$ cat config.mk
export PLATFORM = sky130hd
export DESIGN_NAME = trap_unit_top
export DESIGN_NICKNAME = d
export VERILOG_FILES = /design/src/design/csr_pkg.sv /design/src/design/trap_pkg.sv /design/src/design/trap_sequencer.sv /design/src/design/csr_bus_arbiter.sv /design/src/design/csr_file.sv /design/src/design/machine_timer.sv /design/src/design/trap_unit_top.sv
export SDC_FILE = /design/constraint.sdc
export NUM_CORES = 1
export LEC_CHECK = 0
export BUFFER_PORTS_ARGS = -buffer_cell sky130_fd_sc_hd__buf_2
export CORE_ASPECT_RATIO = 0.75
export CORE_MARGIN = 2
export CORE_UTILIZATION = 54
export CTS_CLUSTER_DIAMETER = 30
export DETAILED_ROUTE_END_ITERATION = 12
export HOLD_SLACK_MARGIN = 0.15
export PLACE_DENSITY_LB_ADDON = 0.2
export SYNTH_ARGS = -nofsm -noshare
export SYNTH_HDL_FRONTEND = slang
export SYNTH_SLANG_ARGS = --single-unit
$ cat constraint.sdc
create_clock -name clk -period 3.9 [get_ports clk]
set_input_delay 0 -clock clk [delete_from_list [all_inputs] [get_ports clk]]
set_output_delay 0 -clock clk [all_outputs]
set_load 0.01 [all_outputs]
$ cat src/design/csr_pkg.sv
// machine CSR bus and register types
package csr_pkg;

  typedef logic [63:0] xlen_t;
  typedef logic [11:0] csr_addr_t;

  localparam csr_addr_t CSR_MSTATUS  = 12'h300;
  localparam csr_addr_t CSR_MTVEC    = 12'h305;
  localparam csr_addr_t CSR_MSCRATCH = 12'h340;
  localparam csr_addr_t CSR_MEPC     = 12'h341;
  localparam csr_addr_t CSR_MCAUSE   = 12'h342;
  localparam csr_addr_t CSR_MTIMECMP = 12'h7c0; // custom machine r/w range

  localparam logic [1:0] MPP_USER    = 2'b00;
  localparam logic [1:0] MPP_MACHINE = 2'b11;

  // one master's request on the shared bus
  typedef struct packed {
    csr_addr_t addr;
    logic      ren;
    logic      wen;
    xlen_t     wdata;
  } csr_req_t;

  localparam csr_req_t CSR_REQ_IDLE = '0;

  typedef struct packed {
    logic [63:13] rsv_hi;
    logic [1:0]   mpp;     // previous privilege
    logic [10:8]  rsv_mid;
    logic         mpie;
    logic [6:4]   rsv_lo;
    logic         mie;     // global machine interrupt enable
    logic [2:0]   rsv_base;
  } mstatus_fields_t;

  typedef union packed {
    xlen_t           raw;
    mstatus_fields_t f;
  } mstatus_u;

endpackage

$ cat src/design/trap_pkg.sv
// trap opcodes, causes and sequencer states
package trap_pkg;
  import csr_pkg::*;

  typedef enum logic [7:0] {
    OP_ECALL = 8'h01,
    OP_MRET  = 8'h02,
    OP_OTHER = 8'h03
  } trap_op_t;

  localparam xlen_t CAUSE_ILLEGAL   = 64'd2;
  localparam xlen_t CAUSE_ECALL_M   = 64'd11;
  localparam xlen_t CAUSE_TIMER_INT = {1'b1, 63'd7}; // interrupt flag in msb

  // entry runs mepc, mcause, mtvec, mstatus rd, mstatus wr
  typedef enum logic [3:0] {
    ST_IDLE           = 4'd0,
    ST_ENT_MEPC       = 4'd1,
    ST_ENT_MCAUSE     = 4'd2,
    ST_ENT_MTVEC      = 4'd3,
    ST_ENT_MSTATUS_RD = 4'd4,
    ST_ENT_MSTATUS_WR = 4'd5,
    ST_RET_MSTATUS_RD = 4'd6,
    ST_RET_MEPC       = 4'd7,
    ST_RET_MSTATUS_WR = 4'd8
  } trap_state_t;

endpackage

$ cat src/design/trap_sequencer.sv
// trap entry and return sequencer
`timescale 1ns/1ps

module trap_sequencer import csr_pkg::*; import trap_pkg::*; (
  input  logic     clk,
  input  logic     rst,
  input  logic     i_ena,
  input  trap_op_t i_opcode,
  input  xlen_t    i_pc,
  input  logic     i_irq,
  input  logic     i_ack,
  output logic     o_done,
  output logic     o_pc_jmp,
  output xlen_t    o_pc_jmpaddr,
  output csr_req_t o_csr_req,
  input  xlen_t    i_csr_rdata
);

  trap_state_t state;
  trap_state_t next_state;
  logic        step;       // 0 sets up the request, 1 is the bus cycle
  logic        take_ena;
  logic        take_irq;
  logic        bus_cycle;
  xlen_t       trap_pc;
  xlen_t       cause;
  xlen_t       jmp_target; // mtvec on entry, mepc on return
  mstatus_u    saved_status;
  mstatus_u    new_status;
  csr_req_t    step_req;

  assign take_ena  = (state == ST_IDLE) && !o_done && i_ena;
  assign take_irq  = (state == ST_IDLE) && !o_done && !i_ena && i_irq;
  assign bus_cycle = (state != ST_IDLE) && step;

  // updated mstatus, built through the field view
  always_comb begin
    new_status = saved_status;
    if (state == ST_RET_MSTATUS_WR) begin
      new_status.f.mpp  = MPP_USER;
      new_status.f.mpie = 1'b1;
      new_status.f.mie  = saved_status.f.mpie;
    end else begin
      new_status.f.mpp  = MPP_MACHINE;
      new_status.f.mpie = saved_status.f.mie;
      new_status.f.mie  = 1'b0;
    end
  end

  // request and successor for each step
  always_comb begin
    step_req   = CSR_REQ_IDLE;
    next_state = ST_IDLE;
    case (state)
      ST_ENT_MEPC: begin
        step_req.addr  = CSR_MEPC;
        step_req.wen   = 1'b1;
        step_req.wdata = trap_pc;
        next_state     = ST_ENT_MCAUSE;
      end
      ST_ENT_MCAUSE: begin
        step_req.addr  = CSR_MCAUSE;
        step_req.wen   = 1'b1;
        step_req.wdata = cause;
        next_state     = ST_ENT_MTVEC;
      end
      ST_ENT_MTVEC: begin
        step_req.addr = CSR_MTVEC;
        step_req.ren  = 1'b1;
        next_state    = ST_ENT_MSTATUS_RD;
      end
      ST_ENT_MSTATUS_RD: begin
        step_req.addr = CSR_MSTATUS;
        step_req.ren  = 1'b1;
        next_state    = ST_ENT_MSTATUS_WR;
      end
      ST_RET_MSTATUS_RD: begin
        step_req.addr = CSR_MSTATUS;
        step_req.ren  = 1'b1;
        next_state    = ST_RET_MEPC;
      end
      ST_RET_MEPC: begin
        step_req.addr = CSR_MEPC;
        step_req.ren  = 1'b1;
        next_state    = ST_RET_MSTATUS_WR;
      end
      ST_ENT_MSTATUS_WR, ST_RET_MSTATUS_WR: begin
        step_req.addr  = CSR_MSTATUS;
        step_req.wen   = 1'b1;
        step_req.wdata = new_status.raw;
        next_state     = ST_IDLE;
      end
      default: ;
    endcase
  end

  always_ff @(posedge clk) begin
    if (rst) begin
      state        <= ST_IDLE;
      step         <= 1'b0;
      o_csr_req    <= CSR_REQ_IDLE;
      o_pc_jmp     <= 1'b0;
      o_pc_jmpaddr <= '0;
      o_done       <= 1'b0;
    end else begin
      o_pc_jmp <= 1'b0;
      if (o_done && i_ack) begin
        o_done <= 1'b0;
      end
      if (take_ena) begin
        state <= (i_opcode == OP_MRET) ? ST_RET_MSTATUS_RD : ST_ENT_MEPC;
      end else if (take_irq) begin
        state <= ST_ENT_MEPC;
      end else if (state != ST_IDLE && !step) begin
        o_csr_req <= step_req;
        step      <= 1'b1;
      end else if (bus_cycle) begin
        o_csr_req <= CSR_REQ_IDLE;
        step      <= 1'b0;
        state     <= next_state;
        if (next_state == ST_IDLE) begin // last write done, hand off to fetch
          o_pc_jmp     <= 1'b1;
          o_pc_jmpaddr <= jmp_target;
          o_done       <= 1'b1;
        end
      end
    end
  end

  // captured values
  always_ff @(posedge clk) begin
    if (take_ena || take_irq) begin
      trap_pc <= i_pc;
    end
    if (take_irq) begin
      cause <= CAUSE_TIMER_INT;
    end else if (take_ena) begin
      cause <= (i_opcode == OP_ECALL) ? CAUSE_ECALL_M : CAUSE_ILLEGAL;
    end
    if (bus_cycle && (state == ST_ENT_MTVEC || state == ST_RET_MEPC)) begin
      jmp_target <= i_csr_rdata;
    end
    if (bus_cycle && (state == ST_ENT_MSTATUS_RD || state == ST_RET_MSTATUS_RD)) begin
      saved_status.raw <= i_csr_rdata;
    end
  end

  a_rd_wr_excl: assert property (@(posedge clk) disable iff (rst)
    !(o_csr_req.ren && o_csr_req.wen))
    else $error("csr read and write issued together");

  a_jmp_pulse: assert property (@(posedge clk) disable iff (rst)
    o_pc_jmp |=> !o_pc_jmp)
    else $error("o_pc_jmp held longer than one cycle");

endmodule

$ cat src/design/csr_bus_arbiter.sv
// fixed-priority CSR bus arbiter
`timescale 1ns/1ps

module csr_bus_arbiter import csr_pkg::*; (
  input  csr_req_t i_trap_req,
  input  csr_req_t i_inst_req,
  output csr_req_t o_bus,
  output logic     o_inst_grant
);

  logic trap_active;
  logic inst_active;

  assign trap_active = i_trap_req.ren | i_trap_req.wen;
  assign inst_active = i_inst_req.ren | i_inst_req.wen;

  // sequencer always wins over the inst port
  assign o_inst_grant = inst_active & ~trap_active;

  always_comb begin
    if (trap_active) begin
      o_bus = i_trap_req;
    end else if (inst_active) begin
      o_bus = i_inst_req;
    end else begin
      o_bus = CSR_REQ_IDLE; // nobody on the bus
    end
  end

endmodule

$ cat src/design/csr_file.sv
// machine CSR register file
`timescale 1ns/1ps

module csr_file import csr_pkg::*; (
  input  logic     clk,
  input  logic     rst,
  input  csr_req_t i_bus,
  output xlen_t    o_rdata,
  output logic     o_mstatus_mie
);

  mstatus_u mstatus;
  xlen_t    mtvec;
  xlen_t    mepc;
  xlen_t    mcause;
  xlen_t    mscratch;

  always_ff @(posedge clk) begin
    if (rst) begin
      mstatus.raw <= '0;
      mtvec       <= '0;
      mepc        <= '0;
      mcause      <= '0;
      mscratch    <= '0;
    end else if (i_bus.wen) begin
      case (i_bus.addr)
        CSR_MSTATUS:  mstatus.raw <= i_bus.wdata;
        CSR_MTVEC:    mtvec       <= {i_bus.wdata[63:2], 2'b00}; // direct mode only
        CSR_MEPC:     mepc        <= {i_bus.wdata[63:2], 2'b00};
        CSR_MCAUSE:   mcause      <= i_bus.wdata;
        CSR_MSCRATCH: mscratch    <= i_bus.wdata;
        default: ; // mtimecmp lives in the timer
      endcase
    end
  end

  always_comb begin
    o_rdata = '0;
    if (i_bus.ren) begin
      case (i_bus.addr)
        CSR_MSTATUS:  o_rdata = mstatus.raw;
        CSR_MTVEC:    o_rdata = mtvec;
        CSR_MEPC:     o_rdata = mepc;
        CSR_MCAUSE:   o_rdata = mcause;
        CSR_MSCRATCH: o_rdata = mscratch;
        default:      o_rdata = '0;
      endcase
    end
  end

  assign o_mstatus_mie = mstatus.f.mie;

endmodule

$ cat src/design/machine_timer.sv
// machine timer with compare interrupt
`timescale 1ns/1ps

module machine_timer import csr_pkg::*; (
  input  logic     clk,
  input  logic     rst,
  input  csr_req_t i_bus,
  input  logic     i_mie,
  output logic     o_timer_irq
);

  xlen_t mtime;
  xlen_t mtimecmp;

  always_ff @(posedge clk) begin
    if (rst) begin
      mtime       <= '0;
      mtimecmp    <= '1; // quiet until software sets it
      o_timer_irq <= 1'b0;
    end else begin
      mtime <= mtime + 64'd1;
      if (i_bus.wen && i_bus.addr == CSR_MTIMECMP) begin
        mtimecmp <= i_bus.wdata;
      end
      o_timer_irq <= (mtime >= mtimecmp) && i_mie;
    end
  end

  // registered level, so it trails mie by one cycle
  a_irq_needs_mie: assert property (@(posedge clk) disable iff (rst)
    o_timer_irq |-> $past(i_mie))
    else $error("timer interrupt raised with mstatus.MIE low");

endmodule

$ cat src/design/trap_unit_top.sv
// machine-mode trap unit
`timescale 1ns/1ps

module trap_unit_top import csr_pkg::*; import trap_pkg::*; (
  input  logic     clk,
  input  logic     rst,
  input  logic     i_ena,
  input  trap_op_t i_opcode,
  input  xlen_t    i_pc,
  input  logic     i_ack,
  output logic     o_done,
  output logic     o_pc_jmp,
  output xlen_t    o_pc_jmpaddr,
  output logic     o_timer_irq,
  input  csr_req_t i_inst_req,
  output logic     o_inst_grant,
  output xlen_t    o_csr_rdata
);

  csr_req_t trap_req;
  csr_req_t bus;
  logic     mstatus_mie;

  trap_sequencer i_trap_sequencer (
    .clk          (clk),
    .rst          (rst),
    .i_ena        (i_ena),
    .i_opcode     (i_opcode),
    .i_pc         (i_pc),
    .i_irq        (o_timer_irq),
    .i_ack        (i_ack),
    .o_done       (o_done),
    .o_pc_jmp     (o_pc_jmp),
    .o_pc_jmpaddr (o_pc_jmpaddr),
    .o_csr_req    (trap_req),
    .i_csr_rdata  (o_csr_rdata)
  );

  csr_bus_arbiter i_csr_bus_arbiter (
    .i_trap_req   (trap_req),
    .i_inst_req   (i_inst_req),
    .o_bus        (bus),
    .o_inst_grant (o_inst_grant)
  );

  csr_file i_csr_file (
    .clk           (clk),
    .rst           (rst),
    .i_bus         (bus),
    .o_rdata       (o_csr_rdata),
    .o_mstatus_mie (mstatus_mie)
  );

  machine_timer i_machine_timer (
    .clk         (clk),
    .rst         (rst),
    .i_bus       (bus),
    .i_mie       (mstatus_mie),
    .o_timer_irq (o_timer_irq)
  );

endmodule

==> flow_summary_export.csv, run 1 <==
group,metric,value,unit
outcome,status,"completed",
routing,drt-initial-drc-count,2987,
pwr,p_leak,15.2,nW
synthesis,ys_seq_elements,780,
synthesis,yosys_warnings,0,
synthesis,synth_most_common_cell,"nor2_1",
synthesis,syn-cell-area,31700,µm²
critical_path,required,3900,ps
pwr,power_density,584,nW/µm²
floorplanning,fp.dieH,214,µm
synthesis,yosysSeqAreaShare,55.2,%
floorplanning,start_util,54.9,%
floorplanning,num_rows,76,
final_layout,fin_util,69.9,%
clocking,cts_tree,"built",
routing,vias_per_cell,6.10,
min_path,hp-class,"input pin to flop",
clocking,clock_sinks,780,
floorplanning,die_x,284,µm
critical_path,critPathKind,"flop to primary output",
clocking,h-tree-depth,4,
global_route,track_usage,31.9,%
final_layout,finalNetCount,3896,
floorplanning,core,57700,µm²
synthesis,synth_nets,3486,
clocking,numCtsBuffers,130,
routing,vias,27834,
timing,fmax,267,MHz
timing,finClkSkew,28.3,ps
timing,worst_pin_slew,1100,ps
final_layout,syn2layout_area_growth,27.2,%
clocking,clockRootBuffer,"clkbuf_16",
final_layout,layout-drive-gt1-share,15.8,%
timing,setup_viol,0,
placed_design,dpl.hpwl,57.5,mm
timing,drv_slew,0,
timing,slew_headroom,26.4,%
synthesis,synth_top_cell_area_share,37.2,%
routing,ant_nets,0,
critical_path,start_kind,"flop",
critical_path,crit_chain,"or2_4 > o41ai_4 > buf_6 > a21oi_1 > nor2_4 > buf_12 > a221oi_1 > nor2_1 > buf_2",
global_route,gr-total-overflow,0,
global_route,antenna_found_initial,6,
routing,drc,0,
timing,post-route-period-util,95.9,%
pwr,ir_worst_vdd,0.000428,V
routing,dr.pass1.iters,6,
floorplanning,io-pin-count,286,
critical_path,crit_fanout,64,
synthesis,synthFlopType,"dfxtp_1",
clocking,clock_path_buffers,3,
critical_path,critPathSlowestCell,"or2_4",
clocking,clkTransAtPathRegs,40,ps
global_route,grt_pass1_vias,27122,
final_layout,layout.cells.non_filler,4566,
clocking,clock_latency,710,ps
timing,finalHoldViolations,0,
timing,layout_min_cycle_time,3740,ps
job,cap_violations,0,
placed_design,dpl.cell_count,4113,
floorplanning,dieArea,60700,µm²
synthesis,synth.cells.most_frequent,"nor2_1 (603), dfxtp_1 (590), a211oi_1 (322)",
routing,routedWlPerCell,21.7,µm
timing,rsz0062_at_grt,"false",
critical_path,slowest_delay,450,ps
pwr,total_power,0.0235,W
placed_design,port-buffer-count,285,
synthesis,synth_area_leader_cell,"dfxtp_1",
synthesis,avgSynthCellArea,9.71,µm²
global_route,grt_start_max_net_pins,201,
critical_path,crit_arrival,3740,ps
placed_design,gp_congestion,0.835,
synthesis,ys_top_cells_by_area,"dfxtp_1 (37%), edfxtp_1 (18%), a211oi_1 (7.6%)",
synthesis,synth_edf_count,190,
global_route,grt_first_pass_wirelength,152,mm
synthesis,ys_async_sr_fraction,0,%
timing,fin_tns_setup,0,ps
routing,routed_wl,99.2,mm
synthesis,syn_inst,3267,
critical_path,critPathCaptureType,"primary output",
synthesis,yosysUniqueCellTypes,67,
-- layout by cell type (no fill, tap or decap), drive strengths merged, types with 12 or more instances in the layout --
cell	synthesis	routed
dfxtp	590	590
nand2b	14	14
buf	99	337
a22oi	123	123
nand3	26	26
dlygate4sd3	0	208
nor2	604	604
bufinv	0	16
xor2	15	15
nor3	35	35
clkbuf	169	156
inv	88	109
a211o	64	64
o21ai	28	28
nand2	293	293
edfxtp	190	190
clkinv	0	40
a211oi	323	323
a222oi	12	12
nor4	17	17
a221oi	57	57
xnor2	41	41
a21oi	176	176
a22o	128	128
ha	65	65
nand4	21	21
-- critical path, delay by kind of cell (launching register included) --
kind,cells,cell delay (ps)
AOI/OAI and AO/OA,3,700
and+or+nand+nor,3,980
buffers and inverters,3,920
DFF,1,410
-- power breakdown --
| part | internal, W | switching, W | total [W] |
|---|---|---|---|
| Clock | 0.00761 | 0.00415 | 0.0118 |
| Sequential | 0.00858 | 0.000210 | 0.00879 |
| Combinational | 0.000761 | 0.00224 | 0.00300 |
| Total | 0.0170 | 0.00660 | 0.0235 |
-- worst paths after layout --
check,cells past startpoint,startpoint,slack [ps],to
worst min-delay path,5,i_inst_req[70],280,i_machine_timer.mtimecmp[1]$_SDFFE_PP1P_
worst max register to register,9,i_trap_sequencer.o_csr_req[65]$_SDFFE_PP0P_,460,i_machine_timer.mtimecmp[13]$_SDFFE_PP1P_
worst min register to register,2,i_trap_sequencer.o_pc_jmpaddr[22]$_SDFFE_PP0P_,450,i_trap_sequencer.o_pc_jmpaddr[22]$_SDFFE_PP0P_
worst max-delay path,9,i_trap_sequencer.o_csr_req[64]$_SDFFE_PP0P_,160,o_csr_rdata[26]
-- cell families after synthesis --
| group | share of synthesized area [%] |
|---|---|
| muxes | 0.0316 |
| buffers and inverters | 4.75 |
| xor gates and xnor gates | 1.55 |
| DFF | 55.2 |
| AOI/OAI and AO/OA | 22.0 |
| and+or+nand+nor | 13.8 |
| adders and majority gates | 2.56 |
-- cell type report --
| cell class | count | area (µm²) |
|---|---|---|
| flip-flops and latches | 780 | 17500 |
| fillers | 4104 | 17400 |
| multi-input cells | 2132 | 12900 |
| repair buffers | 545 | 4090 |
| clock buffers | 156 | 3530 |
| clock inverters | 83 | 1010 |
| well taps | 780 | 976 |
| inverters | 88 | 332 |
| diodes | 2 | 5.00 |
-- metal layers --
layer  track usage [%]  wire (µm)
met5                 0         11
met4              13.0       2680
met3              8.09      10400
met2              48.5      43800
met1              43.6      42300
-- metrics by stage --
step | hold WS [ps] | worst slack (ps) | instance area, µm²
2_1_floorplan | 91.3 | 91.3 | 31700
3_3_place_gp | 178 | 272 | 33600
3_5_place_dp | 179 | 440 | 33600
4_1_cts | 236 | 22.4 | 40300
5_1_grt | 305 | 48.4 | 40300
6_report | 276 | 159 | 40300
-- state kept, by name, summed over array words and instances, names as in the netlist, 3 cells and up --
| name | flops |
|---|---|
| i_machine_timer.mtime | 64 |
| i_machine_timer.mtimecmp | 64 |
| i_csr_file.mepc | 62 |
| i_trap_sequencer.cause | 3 |
| i_csr_file.mscratch | 64 |
| i_trap_sequencer.state | 4 |
| i_csr_file.mtvec | 62 |
| i_csr_file.mcause | 64 |
| i_trap_sequencer.o_pc_jmpaddr | 64 |
| i_csr_file.mstatus | 64 |
| i_trap_sequencer.jmp_target | 64 |
| i_trap_sequencer.o_csr_req | 71 |
| i_trap_sequencer.trap_pc | 64 |
| i_trap_sequencer.saved_status | 62 |
-- what timing repair did --
action / 4_1_cts / 5_1_grt
setup buffers: 3 / 0
cloned: 0 / 1
gates resized for setup: 2 / 7
endpoints found under the hold margin: 498 / 0
pin swaps: 1 / 1
setup endpoints to repair: 2 / 18
hold buffers: 208 / 0
No activity file was read; power rests on OpenSTA's default activity.
==> run 2: changes to the inputs <==
--- a/config.mk
+++ b/config.mk
@@ -12,7 +12,7 @@
 export CTS_CLUSTER_DIAMETER = 30
 export DETAILED_ROUTE_END_ITERATION = 12
 export HOLD_SLACK_MARGIN = 0.15
-export PLACE_DENSITY_LB_ADDON = 0.2
+export PLACE_DENSITY = 0.85
 export SYNTH_ARGS = -nofsm -noshare
 export SYNTH_HDL_FRONTEND = slang
 export SYNTH_SLANG_ARGS = --single-unit
==> flow_summary_export.csv, run 2 (same netlist as run 1, synthesis figures left out) <==
group,metric,value,unit
clocking,numCtsBuffers,119,
timing,fin_tns_setup,0,ps
pwr,power_density,574,nW/µm²
routing,routedWlPerCell,22.3,µm
critical_path,start_kind,"flop",
timing,drv_slew,0,
global_route,grt_first_pass_wirelength,156,mm
final_layout,syn2layout_area_growth,26.3,%
critical_path,critPathKind,"flop to primary output",
routing,drt-initial-drc-count,4069,
global_route,grt_start_max_net_pins,185,
routing,drc,0,
routing,vias,28717,
global_route,use_met3,8.40,%
clocking,clock_sinks,780,
final_layout,finalNetCount,3879,
final_layout,final_cell_mix,"nor2_1 (597), dfxtp_1 (590), a211oi_1 (322)",
outcome,status,"completed",
routing,ant_nets,0,
global_route,track_usage,32.3,%
timing,fmax,266,MHz
routing,vias_per_cell,6.31,
critical_path,required,3900,ps
critical_path,crit_start,"i_trap_sequencer.o_csr_req[64]$_SDFFE_PP0P_",
final_layout,layout-drive-gt1-share,15.7,%
final_layout,layout_commonest_cell,"nor2_1",
timing,finalHoldViolations,0,
floorplanning,num_rows,76,
global_route,grt_pass1_vias,27994,
timing,post-route-period-util,96.3,%
min_path,hp-class,"input pin to flop",
timing,rsz0062_at_grt,"false",
global_route,grt.met2_usage,50.8,%
pwr,ir_worst_vdd,0.000382,V
timing,slew_headroom,17.3,%
floorplanning,start_util,54.9,%
timing,finClkSkew,27.6,ps
pwr,p_leak,15.0,nW
final_layout,largest_register_ffs,71,
clocking,cts_tree,"built",
placed_design,dpl.cell_count,4116,
floorplanning,dieArea,60700,µm²
timing,setup_viol,0,
global_route,antenna_found_initial,3,
clocking,clockRootBuffer,"clkbuf_16",
timing,layout_min_cycle_time,3760,ps
global_route,gr-total-overflow,0,
clocking,h-tree-depth,3,
global_route,grtUsageMet1,41.5,%
timing,worst_hold_slack,147,ps
placed_design,place_ws,741,ps
clocking,clkTransAtPathRegs,50,ps
final_layout,layout.cells.non_filler,4548,
critical_path,crit-reg2reg-launch,"i_trap_sequencer.state[3]$_SDFFE_PP0P_",
critical_path,crit_arrival,3760,ps
timing,worst_pin_slew,1230,ps
floorplanning,io-pin-count,286,
floorplanning,fp.dieH,214,µm
floorplanning,core,57700,µm²
min_path,hold_start,"i_inst_req[76]",
timing,fin_ws,142,ps
placed_design,dpl.hpwl,54.6,mm
clocking,clock_latency,680,ps
placed_design,gp_congestion,0.877,
job,cap_violations,0,
routing,dr.pass1.iters,7,
routing,routed_wl,101,mm
final_layout,nFillCells,3600,
final_layout,largest-register,"i_trap_sequencer.o_csr_req",
clocking,clock_path_buffers,3,
floorplanning,die_x,284,µm
global_route,grt-busiest-layer,"met2",
critical_path,critPathCaptureType,"primary output",
placed_design,port-buffer-count,285,
critical_path,crit_fanout,64,
==> run 2: cell count changes in the layout (fill, tap and decap cells not counted), moves of 2 or more <==
cell / change
bufinv_16: -2
clkbuf_1: -11
clkbuf_16: -13
clkbuf_8: +12
clkinv_2: -10
clkinv_4: +4
clkinvlp_4: +4
dfxtp_1: +2
dfxtp_2: -2
dlygate4sd3_1: -5
inv_4: +3
inv_8: -2
nor2_1: +3
nor2_2: -2
==> run 2: what timing repair did <==
item	in CTS	in global routing
endpoints found under the setup margin	0	3
gates resized for setup	0	5
hold buffers	203	0
buffers inserted	0	0
hold endpoints to repair	489	0
==> run 2: cell type report <==
cell class | instances | area [µm²] | share of cell area, %
sequential | 780 | 17500 | 43.7
multi-input combinational | 2131 | 12900 | 32.1
timing repair buffer | 540 | 4050 | 10.1
clock buffer | 144 | 3330 | 8.31
clock inverter | 83 | 990 | 2.47
tap | 780 | 976 | 2.44
inverter | 88 | 332 | 0.828
antenna | 2 | 5.00 | 0.0125
==> run 2: metrics by stage <==
stage | utilization, % | instance area, µm² | total power, W
global route | 69.4 | 40100 | 0.0235
detailed placement | 58.3 | 33700 | 0.0115
finish | 69.4 | 40100 | 0.0230
floorplan | - | 31700 | 0.0105
CTS | 69.3 | 40000 | 0.0227
global placement | 58.3 | 33700 | 0.0114
==> run 2: critical path, stage by stage, from the launching register on <==
cell and delay [ps]:
dfxtp_1 390, or2_4 490, o41ai_4 430, buf_4 270, a21oi_1 90, nor2_4 110
buf_12 370, a31oi_1 330, nor2_1 350, buf_2 220
==> run 2: final timing paths <==
kind | to | slack (ps) | depth (start not counted)
worst max-delay path | o_csr_rdata[1] | 140 | 9
worst min-delay path | i_machine_timer.mtimecmp[2]$_SDFFE_PP1P_ | 150 | 3
worst max register to register | i_trap_sequencer.state[1]$_SDFFE_PP0P_ | 230 | 7
worst min register to register | i_trap_sequencer.o_pc_jmpaddr[47]$_SDFFE_PP0P_ | 450 | 2
==> run 2: power breakdown <==
part | switching, W | internal [W]
Combinational | 0.00221 | 0.000766
Clock | 0.00412 | 0.00710
Sequential | 0.000211 | 0.00858
==> run 2: metal layers <==
metal	up-vias	part of all wire, %
met4	0	5.1
met3	425	12
li1	12685	-
met1	13451	38
met2	2156	44
met5	-	0
